## src/verilog/pod_pkg.sv

```systemverilog
// pod package: shared widths, memory op encoding and packet formats of the memory pod
package pod_pkg;

  // word carried by requests and responses
  localparam int data_width = 32;

  // word address as sent by the host, bank bits included
  localparam int addr_width = 16;

  // request id, echoed back in the response
  localparam int tag_width  = 6;

  typedef enum logic [1:0] {
    op_load  = 2'd0,
    op_store = 2'd1,
    op_add   = 2'd2
  } mem_op_e;

  // host to bank
  typedef struct packed {
    mem_op_e               op;
    logic [tag_width-1:0]  tag;
    logic [addr_width-1:0] addr;
    logic [data_width-1:0] data;
  } req_pkt_t;

  // bank to host
  // data is the word as it was before the op
  typedef struct packed {
    mem_op_e               op;
    logic [tag_width-1:0]  tag;
    logic [data_width-1:0] data;
  } rsp_pkt_t;

endpackage

```

## src/verilog/bank_router.sv

```systemverilog
// bank router: steers each host request to the bank named by its low address bits
`timescale 1ns/1ps

module bank_router #(
  parameter int num_banks_p = 4
) (
  input  logic                   req_v_i,
  input  pod_pkg::req_pkt_t      req_i,
  output logic                   req_ready_o,

  output logic [num_banks_p-1:0] bank_v_o,
  output pod_pkg::req_pkt_t      bank_req_o,
  input  logic [num_banks_p-1:0] bank_ready_i
);

  localparam int bank_bits_lp = $clog2(num_banks_p);

  logic [bank_bits_lp-1:0] bank_sel;

  assign bank_sel = req_i.addr[bank_bits_lp-1:0];

  // only the addressed bank sees valid
  always_comb begin
    bank_v_o           = '0;
    bank_v_o[bank_sel] = req_v_i;
  end

  // word index within the bank
  always_comb begin
    bank_req_o      = req_i;
    bank_req_o.addr = req_i.addr >> bank_bits_lp;
  end

  assign req_ready_o = bank_ready_i[bank_sel];

endmodule

```

## src/verilog/mem_bank.sv

```systemverilog
// memory bank: word-addressed storage doing load, store and fetch-add with a response register
`timescale 1ns/1ps

module mem_bank #(
  parameter int bank_words_p = 16
) (
  input  logic              clk_i,
  input  logic              rst_n_i,

  input  logic              req_v_i,
  input  pod_pkg::req_pkt_t req_i,
  output logic              req_ready_o,

  output logic              rsp_v_o,
  output pod_pkg::rsp_pkt_t rsp_o,
  input  logic              rsp_yumi_i
);

  localparam int idx_bits_lp = $clog2(bank_words_p);

  logic [pod_pkg::data_width-1:0] mem_q [bank_words_p];
  logic [idx_bits_lp-1:0]         idx;
  logic [pod_pkg::data_width-1:0] old_word;
  logic                           accept;
  logic                           rsp_v_q;
  pod_pkg::rsp_pkt_t              rsp_q;

  assign idx      = req_i.addr[idx_bits_lp-1:0];
  assign old_word = mem_q[idx];

  // free slot, or the held response leaves this cycle
  assign req_ready_o = ~rsp_v_q | rsp_yumi_i;
  assign accept      = req_v_i & req_ready_o;

  always_ff @(posedge clk_i) begin
    if (accept) begin
      case (req_i.op)
        pod_pkg::op_store: mem_q[idx] <= req_i.data;
        pod_pkg::op_add:   mem_q[idx] <= old_word + req_i.data;
        default: begin
        end
      endcase
    end
  end

  always_ff @(posedge clk_i) begin
    if (accept) begin
      rsp_q.op   <= req_i.op;
      rsp_q.tag  <= req_i.tag;
      rsp_q.data <= old_word;
    end
  end

  always_ff @(posedge clk_i or negedge rst_n_i) begin
    if (!rst_n_i) begin
      rsp_v_q <= 1'b0;
    end else if (accept) begin
      rsp_v_q <= 1'b1;
    end else if (rsp_yumi_i) begin
      rsp_v_q <= 1'b0;
    end
  end

  assign rsp_v_o = rsp_v_q;
  assign rsp_o   = rsp_q;

endmodule

```

## src/verilog/mini_pod_top.sv

```systemverilog
// mini pod top: host request router, bank array, response arbiter and return FIFO
`timescale 1ns/1ps

module mini_pod_top #(
  parameter int num_banks_p    = 4,
  parameter int bank_words_p   = 16,
  parameter int ret_fifo_els_p = 3
) (
  input  logic              clk_i,
  input  logic              rst_n_i,

  input  logic              req_v_i,
  input  pod_pkg::req_pkt_t req_i,
  output logic              req_ready_o,

  output logic              rsp_v_o,
  output pod_pkg::rsp_pkt_t rsp_o,
  input  logic              rsp_ready_i
);

  logic              [num_banks_p-1:0] bank_v;
  pod_pkg::req_pkt_t                   bank_req;
  logic              [num_banks_p-1:0] bank_ready;
  logic              [num_banks_p-1:0] bank_rsp_v;
  pod_pkg::rsp_pkt_t [num_banks_p-1:0] bank_rsp;
  logic              [num_banks_p-1:0] bank_yumi;
  logic                                enq_v;
  pod_pkg::rsp_pkt_t                   enq;
  logic                                credit;

  bank_router #(
    .num_banks_p(num_banks_p)
  ) i_bank_router (
    .req_v_i     (req_v_i),
    .req_i       (req_i),
    .req_ready_o (req_ready_o),
    .bank_v_o    (bank_v),
    .bank_req_o  (bank_req),
    .bank_ready_i(bank_ready)
  );

  // request bus is shared, only valid is per bank
  for (genvar g = 0; g < num_banks_p; g++) begin : g_bank
    mem_bank #(
      .bank_words_p(bank_words_p)
    ) i_mem_bank (
      .clk_i      (clk_i),
      .rst_n_i    (rst_n_i),
      .req_v_i    (bank_v[g]),
      .req_i      (bank_req),
      .req_ready_o(bank_ready[g]),
      .rsp_v_o    (bank_rsp_v[g]),
      .rsp_o      (bank_rsp[g]),
      .rsp_yumi_i (bank_yumi[g])
    );
  end

  return_arbiter #(
    .num_banks_p   (num_banks_p),
    .ret_fifo_els_p(ret_fifo_els_p)
  ) i_return_arbiter (
    .clk_i       (clk_i),
    .rst_n_i     (rst_n_i),
    .bank_rsp_v_i(bank_rsp_v),
    .bank_rsp_i  (bank_rsp),
    .bank_yumi_o (bank_yumi),
    .enq_v_o     (enq_v),
    .enq_o       (enq),
    .credit_i    (credit)
  );

  return_credit_fifo #(
    .ret_fifo_els_p(ret_fifo_els_p)
  ) i_return_credit_fifo (
    .clk_i      (clk_i),
    .rst_n_i    (rst_n_i),
    .enq_v_i    (enq_v),
    .enq_i      (enq),
    .rsp_v_o    (rsp_v_o),
    .rsp_o      (rsp_o),
    .rsp_ready_i(rsp_ready_i),
    .credit_o   (credit)
  );

endmodule

```

## src/verilog/return_arbiter.sv

```systemverilog
// return arbiter: round-robin merge of bank responses, limited by return FIFO credits
`timescale 1ns/1ps

module return_arbiter #(
  parameter int num_banks_p    = 4,
  parameter int ret_fifo_els_p = 3
) (
  input  logic                                  clk_i,
  input  logic                                  rst_n_i,

  input  logic              [num_banks_p-1:0]   bank_rsp_v_i,
  input  pod_pkg::rsp_pkt_t [num_banks_p-1:0]   bank_rsp_i,
  output logic              [num_banks_p-1:0]   bank_yumi_o,

  output logic                                  enq_v_o,
  output pod_pkg::rsp_pkt_t                     enq_o,
  input  logic                                  credit_i
);

  localparam int sel_bits_lp  = $clog2(num_banks_p);
  localparam int cred_bits_lp = $clog2(ret_fifo_els_p + 1);

  logic [sel_bits_lp-1:0]  last_q;
  logic [sel_bits_lp-1:0]  win;
  logic                    found;
  logic                    grant;
  logic [cred_bits_lp-1:0] credit_q;

  // search starts just after the last winner, which comes last
  always_comb begin
    logic [sel_bits_lp-1:0] idx;
    win   = last_q;
    found = 1'b0;
    for (int i = 1; i <= num_banks_p; i++) begin
      idx = last_q + sel_bits_lp'(i);
      if (!found && bank_rsp_v_i[idx]) begin
        win   = idx;
        found = 1'b1;
      end
    end
  end

  assign grant = found & (credit_q != '0);

  always_comb begin
    bank_yumi_o      = '0;
    bank_yumi_o[win] = grant;
  end

  assign enq_v_o = grant;
  assign enq_o   = bank_rsp_i[win];

  // one credit per free FIFO slot
  always_ff @(posedge clk_i or negedge rst_n_i) begin
    if (!rst_n_i) begin
      credit_q <= cred_bits_lp'(ret_fifo_els_p);
      last_q   <= '1;
    end else begin
      credit_q <= credit_q - cred_bits_lp'(grant) + cred_bits_lp'(credit_i);
      if (grant) begin
        last_q <= win;
      end
    end
  end

endmodule

```

## src/verilog/return_credit_fifo.sv

```systemverilog
// return credit FIFO: buffers responses toward the host and returns one credit per dequeue
`timescale 1ns/1ps

module return_credit_fifo #(
  parameter int ret_fifo_els_p = 3
) (
  input  logic              clk_i,
  input  logic              rst_n_i,

  input  logic              enq_v_i,
  input  pod_pkg::rsp_pkt_t enq_i,

  output logic              rsp_v_o,
  output pod_pkg::rsp_pkt_t rsp_o,
  input  logic              rsp_ready_i,

  output logic              credit_o
);

  localparam int ptr_bits_lp = (ret_fifo_els_p > 1) ? $clog2(ret_fifo_els_p) : 1;
  localparam int cnt_bits_lp = $clog2(ret_fifo_els_p + 1);
  localparam logic [ptr_bits_lp-1:0] last_ptr_lp = ptr_bits_lp'(ret_fifo_els_p - 1);

  pod_pkg::rsp_pkt_t      mem_q [ret_fifo_els_p];
  logic [ptr_bits_lp-1:0] rd_ptr_q;
  logic [ptr_bits_lp-1:0] wr_ptr_q;
  logic [cnt_bits_lp-1:0] count_q;
  logic                   deq;
  logic                   credit_q;

  assign rsp_v_o = (count_q != '0);
  assign rsp_o   = mem_q[rd_ptr_q];
  assign deq     = rsp_v_o & rsp_ready_i;

  // credits upstream keep enq away from a full FIFO
  always_ff @(posedge clk_i) begin
    if (enq_v_i) begin
      mem_q[wr_ptr_q] <= enq_i;
    end
  end

  always_ff @(posedge clk_i or negedge rst_n_i) begin
    if (!rst_n_i) begin
      rd_ptr_q <= '0;
      wr_ptr_q <= '0;
      count_q  <= '0;
      credit_q <= 1'b0;
    end else begin
      if (enq_v_i) begin
        wr_ptr_q <= (wr_ptr_q == last_ptr_lp) ? '0 : wr_ptr_q + 1'b1;
      end
      if (deq) begin
        rd_ptr_q <= (rd_ptr_q == last_ptr_lp) ? '0 : rd_ptr_q + 1'b1;
      end
      count_q  <= count_q + cnt_bits_lp'(enq_v_i) - cnt_bits_lp'(deq);
      // dequeue handshake registered into a credit
      credit_q <= deq;
    end
  end

  assign credit_o = credit_q;

endmodule
```

## config.mk

```make
export PLATFORM = sky130hd
export DESIGN_NAME = mini_pod_top
export DESIGN_NICKNAME = d
export VERILOG_FILES = /design/src/verilog/pod_pkg.sv /design/src/verilog/bank_router.sv /design/src/verilog/mem_bank.sv /design/src/verilog/mini_pod_top.sv /design/src/verilog/return_arbiter.sv /design/src/verilog/return_credit_fifo.sv
export SDC_FILE = /design/constraint.sdc
export NUM_CORES = 2
export LEC_CHECK = 0
export ABC_CLOCK_PERIOD_IN_PS = 6700
export BUFFER_PORTS_ARGS = -buffer_cell sky130_fd_sc_hd__buf_2
export CAP_MARGIN = 10
export CORE_AREA = 4 4 641 389
export DETAILED_ROUTE_END_ITERATION = 12
export DIE_AREA = 0 0 645 393
export GPL_ROUTABILITY_DRIVEN = 0
export MAX_ROUTING_LAYER = met4
export REMOVE_ABC_BUFFERS = 1
export SLEW_MARGIN = 20
export SYNTH_ARGS = -nofsm -noshare
export SYNTH_HDL_FRONTEND = slang
export SYNTH_HIERARCHICAL = 1
export SYNTH_SLANG_ARGS = --single-unit
```

## constraint.sdc

```tcl
create_clock -name clk_i -period 6.7 [get_ports clk_i]
set_clock_uncertainty 0.2 [all_clocks]
set_input_delay 0.335 -clock clk_i [delete_from_list [all_inputs] [get_ports clk_i]]
set_output_delay 0.335 -clock clk_i [all_outputs]
set_load 0.01 [all_outputs]
```

* Yosys cells after proc, flatten, opt, wreduce, memory -nomap -nowiden
Memory sizes are Yosys's and may differ from the RTL's.
Index checks and enable logic that the tools add are counted.
** Operators by class
- Reduce and logical (&&, ||, !) cells :: 14
- Mux-type cells :: 58
- Bitwise operators :: 20
- Eq/ne operators :: 4
- $lt $le $gt $ge :: 8
- Add/sub/neg operators :: 13
** Operators by type and width (number)
- adder 32 bit :: 4
- 2-to-1 mux 32 bit :: 4
- binary-select mux 40 bit (select 2 bit) :: 1
- 2-to-1 mux 40 bit :: 1
- 2-to-1 mux 1 bit :: 39
- less-than comparator 2 x 3 -> 1 bit, second input constant :: 6
- 2-to-1 mux 2 bit :: 6
- nonzero test 2 bit :: 6
- binary-select mux 1 bit (select 2 bit) :: 5
- AND 4 bit :: 2
- OR 1 bit :: 8
- adder 2 x 1 -> 2 bit, second input constant :: 3
- AND 1 bit :: 6
- equality test 2 bit, second input constant :: 3
- logical AND 1 bit :: 5
- adder 2 x 1 -> 2 bit :: 2
- adder 2 bit, second input constant :: 2
- demux 1 bit (select 2 bit) :: 2
- greater-or-equal comparator 2 x 1 -> 1 bit, second input constant :: 2
- inverter 1 bit :: 4
- subtractor 2 x 1 -> 2 bit :: 2
- logical NOT 1 bit :: 3
- equality test 2 x 1 -> 1 bit, second input constant :: 1
** Storage, ports and cells
- Bits of input ports :: 60
- Memory bits (writable) :: 2168
- Flip-flop bits (word level) :: 175
- Output and inout bits :: 42
- Memories kept :: 5
- Logic and storage cells :: 144
** Memory list
- g_bank[0].i_mem_bank.mem_q :: words 16, width 32, read ports 1, clocked after Yosys merged registers in 0, write ports 1, line mem_bank.sv:21 : logic [pod_pkg::data_width-1:0] mem_q [bank_words_p];
- g_bank[1].i_mem_bank.mem_q :: words 16, width 32, read ports 1, clocked after Yosys merged registers in 0, write ports 1, line mem_bank.sv:21
- g_bank[2].i_mem_bank.mem_q :: words 16, width 32, read ports 1, clocked after Yosys merged registers in 0, write ports 1, line mem_bank.sv:21
- g_bank[3].i_mem_bank.mem_q :: words 16, width 32, read ports 1, clocked after Yosys merged registers in 0, write ports 1, line mem_bank.sv:21
- i_return_credit_fifo.mem_q :: words 3, width 40, read ports 1, clocked after Yosys merged registers in 0, write ports 1, line return_credit_fifo.sv:24 : pod_pkg::rsp_pkt_t mem_q [ret_fifo_els_p];

* Longest topological paths before layout
- Depth in word-level cells :: 23
- Depth in mapped cells :: 18
- Gate-level depth less buffers :: 13

* By module
Netlist, hierarchy kept.
** By module, submodules not included
- mem_bank at g_bank[1].i_mem_bank ... :: sequential area each 16600.9 µm², times used 3, cells an instance 1084, area each 22517.8 µm²
- mem_bank at g_bank[0].i_mem_bank :: sequential area each 16600.9 µm², times used 1, cells an instance 1103, area each 22638.0 µm²
- return_credit_fifo :: sequential area each 3778.6 µm², times used 1, cells an instance 281, area each 4797.1 µm²
- return_arbiter :: sequential area each 105.1 µm², times used 1, cells an instance 259, area each 1511.4 µm²
- bank_router :: sequential area each 0.0 µm², times used 1, cells an instance 62, area each 481.7 µm²

* Least setup slack after synthesis
No wires, ideal clock.
- Kind :: input to register
- Start point :: input req_i[34] in the netlist's numbering
- End point :: memory g_bank[0].i_mem_bank/mem_q[0][28] in the netlist's numbering (data pin)
- Data required time :: 6.081 ns
- Stages :: 16
- Setup time :: 0.419 ns
- Data arrival time :: 5.192 ns
- Slack :: 0.889 ns
- Buffers on the path :: 5
- Cells stage by stage :: buf_4 buf_2 clkbuf_1 buf_2 buf_2 mux4_2 mux4_2 ha_1 and4_1 nand3_1 a211o_1 o211ai_1 a21oi_1 a21oi_1 a31oi_1 o311ai_0
** Between the ends
- Longest elaborated chain between the ends :: 3
** RTL lines
- start, declared :: line mini_pod_top.sv:13 : input pod_pkg::req_pkt_t req_i,
- memory (16 x 32 bit)
- named net g_bank[0].i_mem_bank.old_word (one bit) :: line mem_bank.sv:23 : logic [pod_pkg::data_width-1:0] old_word;
- adder 32 bit :: line mem_bank.sv:39 : pod_pkg::op_add: mem_q[idx] <= old_word + req_i.data;
- 2-to-1 mux 32 bit (no source line)
- end, declared :: line mem_bank.sv:21
The timed path passes the listed nets, and every way through them passes these cells.

* Worst setup path in the final report
- Start point :: input req_i[35] in the netlist's numbering
- End point :: memory g_bank[2].i_mem_bank/mem_q[0][29] in the netlist's numbering (data pin)
** Between the ends
- Longest elaborated chain between the ends :: 3
** RTL lines (line)
- memory (16 x 32 bit)
- named net g_bank[2].i_mem_bank.old_word (one bit) :: mem_bank.sv:23
- adder 32 bit :: mem_bank.sv:39
- 2-to-1 mux 32 bit (no source line)
- end, declared :: mem_bank.sv:21
The timed path passes the listed nets, and every way through them passes these cells.

==> results.yml <==
run_status:
  outcome: "finished, final reports clean"
place:
  place.port_buffers: 91
  dp_worst_setup_slack_ns: 0.6526
  place_hpwl_um: 168100
  area_of_placed_instances_um2: 102800
  cell_total_after_placement: 8295
timing:
  drv_slew: 0
  worst_slew_pin_slew_ns: 1.238
  rsz0062_at_grt: "false"
  finalSetupViolCount: 0
  setup_ws_ns: 1.714
  layout_worst_path_cycle_share: 0.7441
  setup_tns_ns: 0
  max_freq_mhz: 200.6
  fin_crit_ns: 4.986
  hold_viol: 0
  slew-limit-headroom: 0.1745
setup_path:
  timing.critical_path.slowest_cell_delay_ns: 0.66
  worstPathRequired_ns: 7.19
  crit_path_end_kind: "flip-flop"
  critical_path_maximum_fanout: 41
  worstSetupStartpointType: "input pin"
  crit_arrival_ns: 5.48
  crit_type: "in2reg"
  cp_slowest_cell: "mux4_2"
  path_cells: "buf_8 > buf_12 > buf_12 > mux4_2 > mux4_2 > ha_1 > o211ai_1 > o21ai_1 > o21ai_0 > a21oi_1 > o21ai_4 > o21bai_1 > a211oi_1 > o31ai_1 > buf_4"
route:
  detail_route.wl_per_cell_um: 30.67
  totalWireLength_um: 267000
  postRouteAntennaNets: 0
  route.vias.total: 51290
  number_of_drc_markers_in_iteration_0: 7065
  drc: 0
  route.detailed.vias_per_inst: 5.893
  detailedRoute.firstPassIterationCount: 5
clock_tree:
  htreeDepth: 4
  clock_latency_ns: 0.86
  clock_sink_count: 2343
  ctsRootBufferMaster: "clkbuf_16"
  cts_tree: "done"
  max-clock-path-buffers: 4
  post_cts.resized_instances: 0
  cts_buffers: 211
  worst_setup_hold_path_clk_slew_ns: 0.06
power:
  vdd.ir_drop.worst_v: 0.0002780
  total_power_w: 0.03527
  static_leakage_nw: 35.61
  power-per-cell-area_nw_per_um2: 320.9
final_layout:
  fin_nets: 5437
  final_cells: 8703
  drive_above_1_share: 0.2639
  finish.instance_area_um2: 109900
  syn2layout_area_growth_pct: 13.43
  layout.filler_cells: 20680
yosys:
  synth_warnings: 6
  syn-mean-instance-area_um2: 19.60
  post_synth_inst_count: 4944
  syn-cell-area_um2: 96890
floorplanning:
  number_of_top_level_design_ports: 102
  fp.dieH_um: 393
  design.die.area_um2: 253500
  initial_utilization: 0.3968
  die_w_um: 645
  core_area_um2: 244200
  fp-row-count: 141
global_routing:
  globalRouteOverflowTotal: 0
  grt_start_max_net_pins: 81
  global_route_wire_length_before_repair_um: 376900
  grt_pass1_vias: 48930
  grt_antenna_before_repair: 25
  global_route.usage.total: 0.2149
flow_run:
  max_cap_viol_count: 0
worst_hold_path:
  min_path_type: "in2reg"
==> cell type report <==
type / instances / area [µm²] / share of cell area
clock buffers: 247 / 5436 / 0.04947
inverters: 38 / 142.6 / 0.001298
diodes: 3 / 7.507 / 0.00006831
clock inverters: 132 / 1276 / 0.01161
well taps: 3289 / 4115 / 0.03744
repair buffers: 373 / 3099 / 0.02820
flip-flops and latches: 2343 / 70290 / 0.6396
multi-input cells: 2278 / 25530 / 0.2323
==> flip-flops by register name, indices dropped and copies added, names as in the netlist <==
name,count
g_bank.i_mem_bank/mem_q,2048
g_bank.i_mem_bank/rsp_o,160
g_bank.i_mem_bank/rsp_v_o,4
i_return_arbiter/credit_q,2
i_return_arbiter/last_q,2
i_return_credit_fifo/count_q,2
i_return_credit_fifo/credit_o,1
i_return_credit_fifo/mem_q,120
i_return_credit_fifo/rd_ptr_q,2
i_return_credit_fifo/wr_ptr_q,2
==> worst max-delay path, delay by kind of cell <==
family	cells	cell delay (ns)
AOI/OAI and AO/OA	8	2.25
buffers and inverters	4	1.24
muxes	2	1.00
adders and majority gates	1	0.43
==> routing by layer <==
metal | GRT usage | share of wire | wire, µm | vias to the layer above
met5 | - | 0 | 0 | -
met4 | 0.04127 | 0.020 | 5278 | 0
met3 | 0.05241 | 0.11 | 30220 | 290
met2 | 0.2921 | 0.42 | 113000 | 2538
met1 | 0.3286 | 0.44 | 118400 | 27460
li1 | - | - | - | 21000
==> power by group <==
group	leakage, nW	switching, W	internal, W	total [W]
logic	11.2	0.00394	0.00181	0.00575
clock network	3.26	0.00534	0.00669	0.0120
registers	21.2	0.000249	0.0172	0.0175
==> final timing paths <==
kind	start	endpoint	slack (ns)	cells after the start
max in group asynchronous	rst_n_i	i_return_credit_fifo/rd_ptr_q[1]	4.84	4
worst min-delay path	req_i[53]	g_bank[1].i_mem_bank/rsp_o[37]	0.08	2
worst max register to register	g_bank[3].i_mem_bank/mem_q[15][0]	g_bank[3].i_mem_bank/mem_q[2][28]	1.74	13
min in group asynchronous	rst_n_i	i_return_arbiter/last_q[0]	0.45	3
worst max-delay path	req_i[35]	g_bank[2].i_mem_bank/mem_q[0][29]	1.71	15
worst min register to register	i_return_arbiter/credit_q[1]	i_return_arbiter/credit_q[1]	0.29	1
==> repair_timing <==
item | in CTS | in global routing
hold buffers | 19 | 0
endpoints found under the hold margin | 72 | 0
setup buffers | 0 | 0
==> cells in the final DEF, fill, tap and decap left out, types with 54 or more instances in the layout <==
cell / instances
o21ai_0: 139
a21oi_1: 133
nor2_1: 79
buf_2: 87
ha_1: 128
mux4_2: 641
o21ai_1: 54
a21o_1: 95
clkbuf_16: 212
nand2_1: 389
edfxtp_1: 2328
buf_4: 231
==> stage by stage <==
step                        util  hold WS, ns
after floorplan                -      -0.1606
after global placement    0.4204      0.06386
after detailed placement  0.4212      0.06672
after CTS                 0.4495     0.009211
after global routing      0.4501      0.04186
final                     0.4501      0.07715
(Power assumes the default switching activity.)
